File: config.mk
export PLATFORM = sky130hd
export DESIGN_NAME = shell_status
export DESIGN_NICKNAME = d
export VERILOG_FILES = /design/src/hdl/manycore_lite_pkg.sv /design/src/hdl/shell_status.sv
export VERILOG_INCLUDE_DIRS = /design/src /design/src/hdl
export SDC_FILE = /design/constraint.sdc
export NUM_CORES = 1
export LEC_CHECK = 0
export BUFFER_PORTS_ARGS = -buffer_cell sky130_fd_sc_hd__buf_2
export CAP_MARGIN = 20
export CORE_MARGIN = 2
export CORE_UTILIZATION = 40
export CTS_BUF_LIST = sky130_fd_sc_hd__clkbuf_2 sky130_fd_sc_hd__clkbuf_4 sky130_fd_sc_hd__clkbuf_8
export CTS_CLUSTER_DIAMETER = 50
export DETAILED_ROUTE_END_ITERATION = 12
export GPL_ROUTABILITY_DRIVEN = 0
export PLACE_DENSITY = 0.67
export SKIP_CTS_REPAIR_TIMING = 1
export SYNTH_ARGS = -nofsm -noshare
export SYNTH_HDL_FRONTEND = slang
export SYNTH_SLANG_ARGS = --single-unit
File: constraint.sdc
create_clock -name clk_main_a0 -period 0.9 [get_ports clk_main_a0]
set_input_delay 0.18 -clock clk_main_a0 [delete_from_list [all_inputs] [get_ports clk_main_a0]]
set_output_delay 0.18 -clock clk_main_a0 [all_outputs]
set_load 0.01 [all_outputs]
File: src/hdl/manycore_lite_config.svh
// Build constants for the manycore lite shell wrapper
`ifndef MANYCORE_LITE_CONFIG_SVH
`define MANYCORE_LITE_CONFIG_SVH

// ----------------------------------------
// Column memory geometry
// ----------------------------------------
`define MCL_NUM_COLS      4
`define MCL_COL_WORDS     256
`define MCL_DATA_W        32

// ----------------------------------------
// Shell identification and LED
// ----------------------------------------
// Vendor and device in ID0, subsystem in ID1
`define MCL_ID0           32'hC01A_0001
`define MCL_ID1           32'h4D43_0100

// Fixed LED value once out of reset
`define MCL_VLED_PATTERN  16'hBEEF

`endif

File: src/hdl/manycore_lite_pkg.sv
// Shared types for host address decode, AXI responses and status registers
package manycore_lite_pkg;

   typedef logic [1:0] col_idx_t;
   typedef logic [7:0] word_idx_t;

   // Status register index
   typedef enum logic [1:0] {
      CSR_ID0  = 2'd0,
      CSR_ID1  = 2'd1,
      CSR_VDIP = 2'd2,
      CSR_COLS = 2'd3
   } csr_reg_e;

   // Memory view of the host offset, region bit is 0
   typedef struct packed {
      logic       region;
      logic [2:0] unused;
      col_idx_t   col;
      word_idx_t  index;
      logic [1:0] byte_off;
   } mem_addr_t;

   // Status view of the host offset, region bit is 1
   typedef struct packed {
      logic        region;
      logic [10:0] unused;
      csr_reg_e    reg_idx;
      logic [1:0]  byte_off;
   } csr_addr_t;

   typedef union packed {
      mem_addr_t mem;
      csr_addr_t csr;
   } host_addr_u;

   typedef enum logic [1:0] {
      OKAY   = 2'b00,
      SLVERR = 2'b10
   } axil_resp_e;

endpackage

File: src/hdl/shell_status.sv
// Shell status block with switch synchronizer, LED register and read-only ID registers
`timescale 1ns/1ps
`include "manycore_lite_config.svh"

module shell_status (
   input  logic                         clk_main_a0,
   input  logic                         rst_main_n_sync,
   input  logic                         csr_valid_i,
   input  logic                         csr_write_i,
   input  manycore_lite_pkg::csr_reg_e  csr_reg_i,
   input  logic [15:0]                  status_vdip_i,
   output logic [15:0]                  status_vled_o,
   output logic                         csr_rsp_valid_o,
   output logic [`MCL_DATA_W-1:0]       csr_rsp_rdata_o,
   output logic                         csr_rsp_err_o
);
   import manycore_lite_pkg::*;

   localparam logic [`MCL_DATA_W-1:0] COLS_WORD = `MCL_NUM_COLS;

   logic [15:0]            vdip_q;
   logic [15:0]            vdip_q2;
   logic [`MCL_DATA_W-1:0] rd_word;

   // ----------------------------------------
   // Switches and LED
   // ----------------------------------------
   always_ff @(posedge clk_main_a0) begin
      if (!rst_main_n_sync) begin
         vdip_q        <= '0;
         vdip_q2       <= '0;
         status_vled_o <= '0;
      end else begin
         vdip_q        <= status_vdip_i;
         vdip_q2       <= vdip_q;
         status_vled_o <= `MCL_VLED_PATTERN;
      end
   end

   // ----------------------------------------
   // Register read mux
   // ----------------------------------------
   always_comb begin
      case (csr_reg_i)
         CSR_ID0:  rd_word = `MCL_ID0;
         CSR_ID1:  rd_word = `MCL_ID1;
         CSR_VDIP: rd_word = {{(`MCL_DATA_W-16){1'b0}}, vdip_q2};
         default:  rd_word = COLS_WORD;
      endcase
   end

   always_ff @(posedge clk_main_a0) begin
      if (!rst_main_n_sync) begin
         csr_rsp_valid_o <= 1'b0;
      end else begin
         csr_rsp_valid_o <= csr_valid_i;
      end
   end

   // All registers are read-only, a write gets an error and zero data
   always_ff @(posedge clk_main_a0) begin
      if (csr_valid_i) begin
         csr_rsp_rdata_o <= csr_write_i ? '0 : rd_word;
         csr_rsp_err_o   <= csr_write_i;
      end
   end

endmodule

==> qor.yml <==
outcome:
  outcome: "finished, violations left"
  failing_checks: "setup timing"
global_routing:
  antenna_found_initial: 0
  grt_pass1_wl_um: 3643
  gr-usage-all-layers: 0.09265
  grt.overflow.total: 0
  grt_max_degree: 35
  grt_pass1_vias: 816
setup_path:
  slowest_cell_on_the_critical_path: "sky130_fd_sc_hd__edfxtp_1"
  arrival_ns: 0.88
  timing.critical_path.to_type: "output pin"
  r2r-start: "vdip_q2[0]"
  rr_endpoint: "csr_rsp_rdata_o[0]"
  setup.worst_path.class: "flop to output pin"
  worst_endpoint_required_time_ns: 0.72
  largest_incremental_delay_on_the_critical_path_ns: 0.42
  r2r.worst_path.cells: 2
  timing.critical_path.max_delay_family: "flip-flops"
  worstPathCellList: "buf_2"
  worst-r2r-setup-slack_ns: 0.17
  cp_max_fo: 5
  buffers_plus_inverters_on_the_worst_setup_path: 1
  cp-start-kind: "flop"
min_path:
  worst_hold_path.num_cells: 2
  timing.hold.worst.class: "input pin to flop"
  worst_hold_path_endpoint: "vdip_q[0]"
  hold_path_startpoint: "status_vdip_i[0]"
cells_and_area:
  nNetsFinal: 215
  layout.cells.most_common: "sky130_fd_sc_hd__buf_2"
  syn2layout_area_growth_pct: 16.81
  layout-drive-gt1-share: 0.3866
  most-common-layout-cells: "sky130_fd_sc_hd__buf_2 (62), sky130_fd_sc_hd__and2_1 (46), sky130_fd_sc_hd__dfxtp_1 (33), sky130_fd_sc_hd__edfxtp_1 (20), sky130_fd_sc_hd__conb_1 (9)"
  instances_no_fill: 246
  insertedDiodeCount: 0
  post-route-cell-area_um2: 2182
die:
  die_h_um: 72.34
  io_pins: 72
  die_area_um2: 5233
  initial_core_util: 0.4232
  placeableCoreArea_um2: 4414
  die_x_um: 72.34
  floorplan.rows: 24
sta:
  finalClockSkew_ns: 0.001967
  post-route-period-util: 1.175
  finalSetupTns_ns: -4.031
  setup_repair_after_global_routing_missed_its_margin: "true"
  timing_max_transition_violations_final: 0
  max_freq_ghz: 0.9457
  postLayoutSetupSlackWorst_ns: -0.1575
  finalWorstPathRequiredPeriod_ns: 1.057
  hold_violations: 0
  hold_ws_ns: 0.08778
  timing.final.setup_violations: 40
routing:
  vias_cell: 3.935
  drt-wirelength-per-cell_um: 9.654
  drt_drc_violations_left: 0
  postRouteWirelength_um: 2375
  drt_iter0_markers: 49
  drt-met1-wl_um: 1054
  first_pass_detailed_route_iteration_total: 2
  routed_met3_length_um: 242
  detailroute.wirelength.met2_um: 1056
  top_layer: "met4"
  detailroute.via_count: 968
  drt.antenna.violating_nets: 0
power:
  power.static_leakage_uw: 0.0009919
  irDropWorstVdd_mv: 0.8616
  total_power_uw: 4230
  powerDensity_nw_per_um2: 1939
placed_design:
  dpl_cell_area_um2: 2087
  numPortBuffers: 62
  dp_hpwl_um: 1729
  number_of_placed_cells_counting_well_taps: 238
yosys:
  yosysWarnings: 0
  avgSynthCellArea_um2: 12.97
  synth_cell_type_count: 15
  flop_and_latch_count_out_of_synthesis: 54
  syn_area_um2: 1868
  synth_cells: 144
  yosysSeqAreaShare: 0.6859
clock_tree:
  cts_tree: "yes"
  cts_bufs_inserted: 5
  path_clk_slew_ns: 0.09
  cts.path.max_buffers: 2
  htree_levels: 2
  clock_root_buffer_master: "sky130_fd_sc_hd__clkbuf_8"
  numClockSinks: 54
  skew_pair_late_insertion_delay_ns: 0.29
job:
  drv.max_cap_violation_count: 0
[synth_stat cells]
master | count | area, um^2
sky130_fd_sc_hd__nor3b_2 | 1 | 12.51
sky130_fd_sc_hd__edfxtp_1 | 20 | 600.6
sky130_fd_sc_hd__a21oi_1 | 1 | 5.000
sky130_fd_sc_hd__buf_4 | 29 | 217.7
sky130_fd_sc_hd__nor3_1 | 1 | 5.000
sky130_fd_sc_hd__nand3b_1 | 1 | 7.510
sky130_fd_sc_hd__nor2_1 | 3 | 11.26
sky130_fd_sc_hd__dfxtp_1 | 34 | 680.7
sky130_fd_sc_hd__and2_1 | 46 | 287.8
sky130_fd_sc_hd__conb_1 | 1 | 3.750
sky130_fd_sc_hd__inv_1 | 1 | 3.750
sky130_fd_sc_hd__clkbuf_1 | 3 | 11.26
sky130_fd_sc_hd__nor3b_1 | 1 | 7.510
sky130_fd_sc_hd__a211oi_1 | 1 | 7.510
sky130_fd_sc_hd__nand2b_1 | 1 | 6.260
[how the worst max path moves through the flow]
stage | start | endpoint | cells past startpoint
after floorplan | status_vled_o[13] | status_vled_o[10] | 1
after global placement | csr_reg_i[0] | csr_rsp_rdata_o[15] | 3
after detailed placement | csr_reg_i[0] | csr_rsp_rdata_o[13] | 3
after CTS | status_vled_o[13] | status_vled_o[13] | 1
after global routing | csr_rsp_rdata_o[27] | csr_rsp_rdata_o[26] | 1
final | csr_rsp_rdata_o[27] | csr_rsp_rdata_o[26] | 1
[state kept, by name, indices dropped and copies added (netlist names)]
signal           cells
vdip_q2             16
csr_rsp_err_o        1
csr_rsp_rdata_o     19
status_vled_o        1
vdip_q              16
csr_rsp_valid_o      1
[cell families after synthesis]
family,after synthesis,synth area share
simple gates,54,0.1808
other cells,1,0.002007
flops,54,0.6859
buf+inv,33,0.1246
compound gates,2,0.006697
[layer usage]
layer | global-route usage | vias to the layer above
li1 | - | 514
met1 | 0.1178 | 396
met2 | 0.1397 | 55
met3 | 0.03472 | 3
met4 | 0.04403 | 0
met5 | 0 | -
[final cells by class]
| cell class | count | area, um^2 |
|---|---|---|
| inverters | 1 | 3.754 |
| well taps | 52 | 65.06 |
| repair buffers | 66 | 352.8 |
| flip-flops and latches | 54 | 1285 |
| multi-input cells | 65 | 390.4 |
| clock inverters | 3 | 16.27 |
| clock buffers | 5 | 68.82 |
| fillers | 410 | 2232 |
[through the flow]
| stage | util | setup slack (ns) |
|---|---|---|
| CTS | 0.4921 | -0.2659 |
| detailed placement | 0.4728 | -0.2993 |
| global route | 0.4943 | -0.2232 |
| floorplan | - | 0.001188 |
| global placement | 0.4728 | -0.2335 |
| finish | 0.4943 | -0.1575 |
[power by group]
part           total, uW  leakage, uW  internal (uW)  switching [uW]
Clock               1230    0.0000416            533             701
Sequential          2670     0.000491           2640            30.5
Combinational        329     0.000459            155             173
Total               4230     0.000992           3330             904
(Power assumes the default switching activity.)
