**config.mk**
```make
export PLATFORM = sky130hd
export DESIGN_NAME = axil_host_port_flat
export DESIGN_NICKNAME = d
export VERILOG_FILES = /design/src/hdl/manycore_lite_pkg.sv /design/src/hdl/host_link_if.sv /design/src/hdl/axil_host_port.sv /design/src/flat_wrapper.sv
export VERILOG_INCLUDE_DIRS = /design/src /design/src/hdl
export SDC_FILE = /design/constraint.sdc
export NUM_CORES = 1
export LEC_CHECK = 0
export BUFFER_PORTS_ARGS = -buffer_cell sky130_fd_sc_hd__buf_2
export CAP_MARGIN = 20
export CORE_UTILIZATION = 35
export CTS_CLUSTER_SIZE = 16
export DETAILED_ROUTE_END_ITERATION = 6
export GPL_ROUTABILITY_DRIVEN = 0
export PLACE_DENSITY = 0.76
export SLEW_MARGIN = 20
export SYNTH_ARGS = -nofsm -noshare
export SYNTH_HDL_FRONTEND = slang
export SYNTH_SLANG_ARGS = --single-unit
```
**constraint.sdc**
```tcl
create_clock -name clk_main_a0 -period 2.65 [get_ports clk_main_a0]
set_clock_uncertainty 0.2 [all_clocks]
set_input_delay 0.53 -clock clk_main_a0 [delete_from_list [all_inputs] [get_ports clk_main_a0]]
set_output_delay 0.53 -clock clk_main_a0 [all_outputs]
set_load 0.02 [all_outputs]
```
**src/hdl/manycore_lite_config.svh**
```systemverilog
// Build constants for the manycore lite shell wrapper
`ifndef MANYCORE_LITE_CONFIG_SVH
`define MANYCORE_LITE_CONFIG_SVH

// ----------------------------------------
// Column memory geometry
// ----------------------------------------
`define MCL_NUM_COLS      4
`define MCL_COL_WORDS     256
`define MCL_DATA_W        32

// ----------------------------------------
// Shell identification and LED
// ----------------------------------------
// Vendor and device in ID0, subsystem in ID1
`define MCL_ID0           32'hC01A_0001
`define MCL_ID1           32'h4D43_0100

// Fixed LED value once out of reset
`define MCL_VLED_PATTERN  16'hBEEF

`endif

```
**src/hdl/manycore_lite_pkg.sv**
```systemverilog
// Shared types for host address decode, AXI responses and status registers
package manycore_lite_pkg;

   typedef logic [1:0] col_idx_t;
   typedef logic [7:0] word_idx_t;

   // Status register index
   typedef enum logic [1:0] {
      CSR_ID0  = 2'd0,
      CSR_ID1  = 2'd1,
      CSR_VDIP = 2'd2,
      CSR_COLS = 2'd3
   } csr_reg_e;

   // Memory view of the host offset, region bit is 0
   typedef struct packed {
      logic       region;
      logic [2:0] unused;
      col_idx_t   col;
      word_idx_t  index;
      logic [1:0] byte_off;
   } mem_addr_t;

   // Status view of the host offset, region bit is 1
   typedef struct packed {
      logic        region;
      logic [10:0] unused;
      csr_reg_e    reg_idx;
      logic [1:0]  byte_off;
   } csr_addr_t;

   typedef union packed {
      mem_addr_t mem;
      csr_addr_t csr;
   } host_addr_u;

   typedef enum logic [1:0] {
      OKAY   = 2'b00,
      SLVERR = 2'b10
   } axil_resp_e;

endpackage

```
**src/hdl/host_link_if.sv**
```systemverilog
// Single decoded host request and its reply, shared by port, dispatcher and collector
`timescale 1ns/1ps
`include "manycore_lite_config.svh"

interface host_link_if;
   import manycore_lite_pkg::*;

   // Request, one-cycle pulse from the host port
   logic                     req_valid;
   logic                     req_write;
   host_addr_u               req_addr;
   logic [`MCL_DATA_W-1:0]   req_wdata;
   logic [`MCL_DATA_W/8-1:0] req_wstrb;

   // Reply, exactly one cycle after the request
   logic                     rsp_valid;
   logic [`MCL_DATA_W-1:0]   rsp_rdata;
   logic                     rsp_err;

   modport port (
      output req_valid, req_write, req_addr, req_wdata, req_wstrb,
      input  rsp_valid, rsp_rdata, rsp_err
   );

   modport dispatch (
      input  req_valid, req_write, req_addr, req_wdata, req_wstrb
   );

   modport collect (
      output rsp_valid, rsp_rdata, rsp_err
   );

endinterface

```
**src/hdl/axil_host_port.sv**
```systemverilog
// AXI4-Lite slave that takes one read or write at a time and issues it on the host link
`timescale 1ns/1ps
`include "manycore_lite_config.svh"

module axil_host_port (
   input  logic                     clk_main_a0,
   input  logic                     rst_main_n_sync,
   input  logic [31:0]              s_awaddr_i,
   input  logic                     s_awvalid_i,
   output logic                     s_awready_o,
   input  logic [`MCL_DATA_W-1:0]   s_wdata_i,
   input  logic [`MCL_DATA_W/8-1:0] s_wstrb_i,
   input  logic                     s_wvalid_i,
   output logic                     s_wready_o,
   output logic [1:0]               s_bresp_o,
   output logic                     s_bvalid_o,
   input  logic                     s_bready_i,
   input  logic [31:0]              s_araddr_i,
   input  logic                     s_arvalid_i,
   output logic                     s_arready_o,
   output logic [`MCL_DATA_W-1:0]   s_rdata_o,
   output logic [1:0]               s_rresp_o,
   output logic                     s_rvalid_o,
   input  logic                     s_rready_i,
   host_link_if.port                host_link
);
   import manycore_lite_pkg::*;

   typedef enum logic [1:0] {
      ST_IDLE,
      ST_ISSUE,
      ST_WAIT,
      ST_RESP
   } state_e;

   state_e                   state_q;
   state_e                   state_d;
   logic                     write_q;
   host_addr_u               addr_q;
   logic [`MCL_DATA_W-1:0]   wdata_q;
   logic [`MCL_DATA_W/8-1:0] wstrb_q;
   logic [`MCL_DATA_W-1:0]   rdata_q;
   logic                     err_q;
   logic                     wr_go;
   logic                     rd_go;
   logic                     rsp_done;

   // ----------------------------------------
   // Accept, writes first
   // ----------------------------------------
   // Write needs address and data together; read waits while any write is pending
   assign wr_go = (state_q == ST_IDLE) && s_awvalid_i && s_wvalid_i;
   assign rd_go = (state_q == ST_IDLE) && s_arvalid_i && !s_awvalid_i && !s_wvalid_i;

   assign s_awready_o = wr_go;
   assign s_wready_o  = wr_go;
   assign s_arready_o = rd_go;

   assign rsp_done = (s_bvalid_o && s_bready_i) || (s_rvalid_o && s_rready_i);

   always_comb begin
      state_d = state_q;
      case (state_q)
         ST_IDLE:  if (wr_go || rd_go) state_d = ST_ISSUE;
         ST_ISSUE: state_d = ST_WAIT;
         ST_WAIT:  if (host_link.rsp_valid) state_d = ST_RESP;
         ST_RESP:  if (rsp_done) state_d = ST_IDLE;
         default:  state_d = ST_IDLE;
      endcase
   end

   always_ff @(posedge clk_main_a0) begin
      if (!rst_main_n_sync) begin
         state_q <= ST_IDLE;
         write_q <= 1'b0;
      end else begin
         state_q <= state_d;
         if (wr_go || rd_go) begin
            write_q <= wr_go;
         end
      end
   end

   // Request and reply holding registers
   always_ff @(posedge clk_main_a0) begin
      if (wr_go) begin
         addr_q  <= s_awaddr_i[15:0];
         wdata_q <= s_wdata_i;
         wstrb_q <= s_wstrb_i;
      end else if (rd_go) begin
         addr_q  <= s_araddr_i[15:0];
      end
      if ((state_q == ST_WAIT) && host_link.rsp_valid) begin
         rdata_q <= host_link.rsp_rdata;
         err_q   <= host_link.rsp_err;
      end
   end

   // ----------------------------------------
   // Host link request
   // ----------------------------------------
   assign host_link.req_valid = (state_q == ST_ISSUE);
   assign host_link.req_write = write_q;
   assign host_link.req_addr  = addr_q;
   assign host_link.req_wdata = wdata_q;
   assign host_link.req_wstrb = wstrb_q;

   // Reply held until the master takes it
   assign s_bvalid_o = (state_q == ST_RESP) && write_q;
   assign s_rvalid_o = (state_q == ST_RESP) && !write_q;
   assign s_bresp_o  = err_q ? SLVERR : OKAY;
   assign s_rresp_o  = err_q ? SLVERR : OKAY;
   assign s_rdata_o  = rdata_q;

endmodule

```
**src/flat_wrapper.sv**
```systemverilog
// flat-port wrapper written by rule: the top's interface ports become plain ports
module axil_host_port_flat import manycore_lite_pkg::*;
  (clk_main_a0, rst_main_n_sync, s_awaddr_i, s_awvalid_i, s_awready_o, s_wdata_i, s_wstrb_i, s_wvalid_i, s_wready_o, s_bresp_o, s_bvalid_o, s_bready_i, s_araddr_i, s_arvalid_i, s_arready_o, s_rdata_o, s_rresp_o, s_rvalid_o, s_rready_i, host_link_req_valid, host_link_req_write, host_link_req_addr, host_link_req_wdata, host_link_req_wstrb, host_link_rsp_valid, host_link_rsp_rdata, host_link_rsp_err);
  host_link_if host_link_i ();
  input  logic clk_main_a0;
  input  logic rst_main_n_sync;
  input  logic [31:0] s_awaddr_i;
  input  logic s_awvalid_i;
  output logic s_awready_o;
  input  logic [`MCL_DATA_W-1:0] s_wdata_i;
  input  logic [`MCL_DATA_W/8-1:0] s_wstrb_i;
  input  logic s_wvalid_i;
  output logic s_wready_o;
  output logic [1:0] s_bresp_o;
  output logic s_bvalid_o;
  input  logic s_bready_i;
  input  logic [31:0] s_araddr_i;
  input  logic s_arvalid_i;
  output logic s_arready_o;
  output logic [`MCL_DATA_W-1:0] s_rdata_o;
  output logic [1:0] s_rresp_o;
  output logic s_rvalid_o;
  input  logic s_rready_i;
  output wire logic [$bits(host_link_i.req_valid)-1:0] host_link_req_valid;
  output wire logic [$bits(host_link_i.req_write)-1:0] host_link_req_write;
  output wire logic [$bits(host_link_i.req_addr)-1:0] host_link_req_addr;
  output wire logic [$bits(host_link_i.req_wdata)-1:0] host_link_req_wdata;
  output wire logic [$bits(host_link_i.req_wstrb)-1:0] host_link_req_wstrb;
  input wire logic [$bits(host_link_i.rsp_valid)-1:0] host_link_rsp_valid;
  input wire logic [$bits(host_link_i.rsp_rdata)-1:0] host_link_rsp_rdata;
  input wire logic [$bits(host_link_i.rsp_err)-1:0] host_link_rsp_err;
  assign host_link_req_valid = host_link_i.req_valid;
  assign host_link_req_write = host_link_i.req_write;
  assign host_link_req_addr = host_link_i.req_addr;
  assign host_link_req_wdata = host_link_i.req_wdata;
  assign host_link_req_wstrb = host_link_i.req_wstrb;
  assign host_link_i.rsp_valid = host_link_rsp_valid;
  assign host_link_i.rsp_rdata = host_link_rsp_rdata;
  assign host_link_i.rsp_err = host_link_rsp_err;
  axil_host_port u_core (.clk_main_a0(clk_main_a0), .rst_main_n_sync(rst_main_n_sync), .s_awaddr_i(s_awaddr_i), .s_awvalid_i(s_awvalid_i), .s_awready_o(s_awready_o), .s_wdata_i(s_wdata_i), .s_wstrb_i(s_wstrb_i), .s_wvalid_i(s_wvalid_i), .s_wready_o(s_wready_o), .s_bresp_o(s_bresp_o), .s_bvalid_o(s_bvalid_o), .s_bready_i(s_bready_i), .s_araddr_i(s_araddr_i), .s_arvalid_i(s_arvalid_i), .s_arready_o(s_arready_o), .s_rdata_o(s_rdata_o), .s_rresp_o(s_rresp_o), .s_rvalid_o(s_rvalid_o), .s_rready_i(s_rready_i), .host_link(host_link_i));
endmodule
```
==> impl_metrics.json, run 1 <==
{
  "synth_top_area_cell": "edfxtp_1",
  "report.final.slew_viol_count": 0,
  "grt_antenna_before_repair": 0,
  "timing.setup.tns_ps": 0,
  "dr_total_vias": 2012,
  "num-nets-final": 493,
  "post_cts_hold_buffer_count": 0,
  "grt_first_pass_wirelength_mm": 9.27,
  "fmax_mhz": 415,
  "cpPeakStageDelay_ps": 380,
  "grt_start_max_net_pins": 34,
  "num_antenna_cells": 0,
  "sw_frac_of_total": 0.296,
  "power_density_nw_per_um2": 824,
  "drt_drc_violations_left": 0,
  "cts_made_buffers": 9,
  "synth.lib_cells_used.distinct": 20,
  "yosys-top-cells-area": "edfxtp_1, mux2_2, dfxtp_1",
  "root_buffer": "clkbuf_8",
  "grt_setup_unrepaired": "no",
  "max_cap_violations": 0,
  "horizontal_extent_of_the_die_microns": 95.2,
  "firstDrtPassIters": 6,
  "dieHeight_microns": 95.2,
  "routed_wl_mm": 6.72,
  "synth.yosys.warnings": 0,
  "avgViaCountPerCell": 4.40,
  "first_global_vias": 1941,
  "irDropWorstVdd_mv": 0.346,
  "cp_cell_sequence": "inv_1 > ha_1 > nand3_2 > clkinvlp_4 > buf_2",
  "power.switching_mw": 1.06,
  "timing.critical_path.slowest_stage_cell": "dfxtp_1",
  "detailed_place_hpwl_mm": 5.25,
  "detail_route.iter0.violations": 40,
  "post-route-min-period_ps": 2410,
  "leakagePower_nw": 1.90,
  "row_count": 33,
  "critical_path.max_fanout": 11,
  "timing.final.crit_share": 0.910,
  "ctsHtreeMaxLevel": 3,
  "finalSetupViolCount": 0,
  "total_routing_resource_utilization_after_global_routing": 0.143,
  "postCtsResizedCells": 0,
  "tritoncts": "built",
  "seq_power_share": 0.514,
  "worstSkewPairLatency_ps": 340,
  "startpoint_type": "flip-flop",
  "synth.cell_area_sq_um": 3040,
  "effective_utilization_at_floorplan": 0.366,
  "drt-wirelength-per-cell_microns": 14.7,
  "clkSinkCount": 88,
  "worstHoldPathType": "input pin to flip-flop",
  "share_of_synthesized_area_occupied_by_flip_flops_and_latches": 0.860,
  "synth_top_area_share": 0.840,
  "die-area_sq_um": 9060,
  "cts-root-to-sink-buffers": 2,
  "timing_hold_violations_final": 0,
  "worstSetupPathType": "flip-flop to primary output",
  "ys_seq_elements": 88,
  "synthCells": 137,
  "area_growth_pct": 43.4,
  "ant_nets": 0,
  "worst_ep_required_time_ps": 1920,
  "clk_transition_reported_paths_ps": 90,
  "result_of_the_run": "completed",
  "port_buffers": 201,
  "final_layout_size_suffix_gt1_frac": 0.676,
  "internal_power_mw": 2.52,
  "overflow_left_after_global_routing": 0,
  "fp.coreArea_sq_um": 8300,
  "per_instance_average_area_after_synthesis_sq_um": 22.2,
  "share_comb_of_total_power": 0.234,
  "critical_path.endpoint_type": "primary output",
  "postCtsSetupRepairBufs": 0,
  "total_power_mw": 3.59,
  "pwr-share-clk": 0.251,
  "timing.critical_path.arrival_ps": 1680,
  "num_io_pins": 236
}
[layout by cell type (no fill, tap or decap)]
| cell type | synthesis | layout |
|---|---|---|
| conb_1 | 1 | 2 |
| nor2b_1 | 1 | 1 |
| clkinv_4 | 0 | 1 |
| mux2i_1 | 2 | 2 |
| ha_1 | 4 | 4 |
| clkbuf_8 | 0 | 9 |
| bufinv_16 | 0 | 1 |
| a21oi_1 | 1 | 1 |
| a21boi_0 | 1 | 1 |
| buf_4 | 5 | 4 |
| nand2_1 | 4 | 4 |
| o211a_1 | 1 | 1 |
| a211o_1 | 1 | 1 |
| nand3_2 | 1 | 1 |
| nand4bb_1 | 1 | 1 |
| a222oi_1 | 1 | 1 |
| inv_1 | 5 | 4 |
| inv_6 | 0 | 2 |
| mux2_2 | 16 | 16 |
| clkinvlp_4 | 0 | 2 |
| nor3b_1 | 1 | 1 |
| clkinv_2 | 0 | 1 |
| buf_2 | 0 | 201 |
| dfxtp_1 | 3 | 3 |
| and2_1 | 2 | 2 |
| edfxtp_1 | 85 | 85 |
[worst paths after layout]
path	slack, ps	start	cells past startpoint	endpoint
max	240	u_core.state_q[0]	5	s_wready_o
max reg2reg	720	u_core.state_q[0]	5	u_core.host_link.req_wdata[5]
min reg2reg	310	u_core.state_q[1]	2	u_core.state_q[1]
min	150	s_wdata_i[6]	1	u_core.host_link.req_wdata[6]
[synth_stat cells (all sizes together)]
cell	count
inv	5
mux2	16
and2	2
a222oi	1
ha	4
a211o	1
nor2b	1
a21boi	1
a21oi	1
mux2i	2
nand2	4
buf	6
nand4bb	1
dfxtp	3
conb	1
nor3b	1
edfxtp	85
o211a	1
nand3	1
[final cells by class]
type,instances,area [sq um]
flip-flops and latches,88,2610
clock buffers,9,124
well taps,105,131
fillers,711,3940
inverters,5,22.5
clock inverters,6,68.8
multi-input cells,39,362
repair buffers,205,1040
[metal layers]
layer,vias up,GRT usage,part of all wire
met5,-,0,0
met4,0,0.0606,0.014
met3,11,0.0574,0.10
met2,126,0.247,0.52
met1,934,0.154,0.36
li1,941,-,-
[worst max-delay path, delay by kind of cell, from the launching register on]
family        cells  cell delay, ps
buf+inv           3             590
flops             1             380
fa+ha+maj         1             250
simple gates      1             110
[cell families (layout without fill, tap and decap cells)]
group,after synthesis,in the layout,share of synthesized area
buffers and inverters,11,225,0.0222
muxes,18,18,0.0659
adders and majority gates,4,4,0.0165
and+or+nand+nor,10,10,0.0206
other,1,2,0.00123
AOI/OAI and AO/OA,5,5,0.0136
DFF,88,88,0.860
[per-stage QoR]
| stage | setup slack (ps) | std cells | hold WS [ps] | util | cell area (sq um) |
|---|---|---|---|---|---|
| floorplan | 13.9 | 138 | 268 | - | 3050 |
| global placement | 629 | 442 | 280 | 0.502 | 4160 |
| detailed placement | 594 | 442 | 310 | 0.502 | 4160 |
| CTS | 192 | 457 | 126 | 0.525 | 4360 |
| global route | 130 | 457 | 118 | 0.525 | 4360 |
| finish | 239 | 457 | 152 | 0.525 | 4360 |
[registers in the layout, summed over array words and instances (netlist names)]
register                    count
u_core.host_link.req_write      1
u_core.host_link.req_wstrb      4
u_core.host_link.req_addr      16
u_core.err_q                    1
u_core.state_q                  2
u_core.s_rdata_o               32
u_core.host_link.req_wdata     32
[power groups by stage]
stage | Combinational, mW | Clock, mW | Sequential (mW)
floorplan | 0.311 | 0 | 2.10
global placement | 0.835 | 0 | 1.87
detailed placement | 0.851 | 0 | 1.88
CTS | 0.852 | 0.944 | 1.85
global route | 0.913 | 0.994 | 1.87
finish | 0.842 | 0.901 | 1.85
(Power assumes the default switching activity.)
==> run 2: changes to the inputs <==
PLACE_DENSITY = unset   (was 0.76)
PLACE_DENSITY_LB_ADDON = 0.08   (was unset)
==> run 2 against run 1 <==
Net effect:
- critical path depth did not move
- hold slack got worse by 14 ps
- power grew 0.65%
- utilization barely moved
- largest power group unchanged
- highest routed layer unchanged
==> impl_metrics.json, run 2 (synthesized netlist as in run 1, its figures left out) <==
{
  "result_of_the_run": "completed",
  "number_of_cells_in_the_finished_layout_apart_from_fillers": 458,
  "root_buffer": "clkbuf_8",
  "cp_cell_sequence": "inv_1 > ha_1 > nand3_2 > clkinvlp_4 > buf_2",
  "timing_hold_violations_final": 0,
  "crit-reg2reg-launch": "u_core.state_q[1]",
  "total_power_mw": 3.61,
  "routed_wl_mm": 6.73,
  "first_global_vias": 1812,
  "critical_path.endpoint_type": "primary output",
  "grt_antenna_before_repair": 0,
  "dieHeight_microns": 95.2,
  "num_io_pins": 236,
  "placement.cell_area_sq_um": 4160,
  "cpPeakStageDelay_ps": 390,
  "drt_drc_violations_left": 0,
  "crit_path_start": "u_core.state_q[0]",
  "finalSetupViolCount": 0,
  "clkSinkCount": 88,
  "grt_first_pass_wirelength_mm": 9.40,
  "timing.critical_path.arrival_ps": 1730,
  "grt_start_max_net_pins": 34,
  "dpl.cell_count": 442,
  "port_buffers": 201,
  "worstSkewPairLatency_ps": 350,
  "worstSetupPathType": "flip-flop to primary output",
  "irDropWorstVdd_mv": 0.306,
  "hold_slack_ps": 138,
  "ant_nets": 0,
  "postCtsSetupRepairBufs": 0,
  "power_density_nw_per_um2": 829,
  "layout_commonest_cell": "buf_2",
  "effective_utilization_at_floorplan": 0.366,
  "tritoncts": "built",
  "total_routing_resource_utilization_after_global_routing": 0.148,
  "grt_setup_unrepaired": "no",
  "area_growth_pct": 43.5,
  "final_cell_mix": "buf_2, edfxtp_1, mux2_2",
  "max_cap_violations": 0,
  "leakagePower_nw": 1.90,
  "tightestPinTransition_ps": 668,
  "post_cts_hold_buffer_count": 0,
  "ctsHtreeMaxLevel": 3,
  "post-place-ws_ps": 516,
  "row_count": 33,
  "cts-root-to-sink-buffers": 2,
  "fp.coreArea_sq_um": 8300,
  "firstDrtPassIters": 4,
  "final_layout_size_suffix_gt1_frac": 0.671,
  "timing.setup.tns_ps": 0,
  "num-nets-final": 493,
  "clk_transition_reported_paths_ps": 90,
  "fmax_mhz": 407,
  "finalCoreUtilization": 0.525,
  "post-route-min-period_ps": 2460,
  "dr_total_vias": 1950,
  "horizontal_extent_of_the_die_microns": 95.2,
  "timing.final.crit_share": 0.927,
  "cts_made_buffers": 9,
  "detailed_place_hpwl_mm": 5.12,
  "overflow_left_after_global_routing": 0,
  "timing.critical_path.slowest_stage_cell": "dfxtp_1",
  "drt-wirelength-per-cell_microns": 14.7,
  "report.final.slew_viol_count": 0,
  "fin_ws_ps": 192,
  "finalInstanceArea_sq_um": 4360,
  "die-area_sq_um": 9060,
  "postCtsResizedCells": 0,
  "hold_path_startpoint": "host_link_rsp_rdata[8]",
  "detail_route.iter0.violations": 44,
  "worstHoldPathType": "input pin to flip-flop",
  "num_antenna_cells": 0,
  "maxSlewHeadroom": 0.554,
  "avgViaCountPerCell": 4.26,
  "critical_path.max_fanout": 10,
  "worst_ep_required_time_ps": 1920,
  "startpoint_type": "flip-flop"
}
[run 2: cell count changes in the layout (fill, tap and decap cells not counted), sizes merged]
cell,before,now
clkinvlp,2,3
[run 2: where the power goes]
part           internal (mW)  switching (mW)
Sequential              1.79          0.0540
Clock                  0.436           0.486
Combinational          0.299           0.548
[run 2: critical path: cells and delay by family (launching register included)]
kind | cells | cell delay [ps]
buffers and inverters | 3 | 500
DFF | 1 | 390
adders and majority gates | 1 | 250
and+or+nand+nor | 1 | 230
[run 2: path summary, 6_finish.rpt]
path	to	depth (start not counted)	slack, ps
max reg2reg	u_core.host_link.req_addr[10]	4	560
min	u_core.s_rdata_o[8]	1	140
min reg2reg	u_core.state_q[1]	2	310
max	s_wready_o	5	190
[run 2: layer usage]
metal	global-route usage	vias up	routed length, microns
met5	0	-	0
met4	0.0795	0	79
met3	0.0805	7	873
met2	0.225	123	3210
met1	0.167	875	2570
li1	-	945	-
[run 2: final cells by class]
type                    instances  area (sq um)
clock buffers                   9           124
clock inverters                 7          70.1
fillers                       755          3940
inverters                       5          22.5
multi-input cells              39           362
flip-flops and latches         88          2610
well taps                     105           131
repair buffers                205          1040
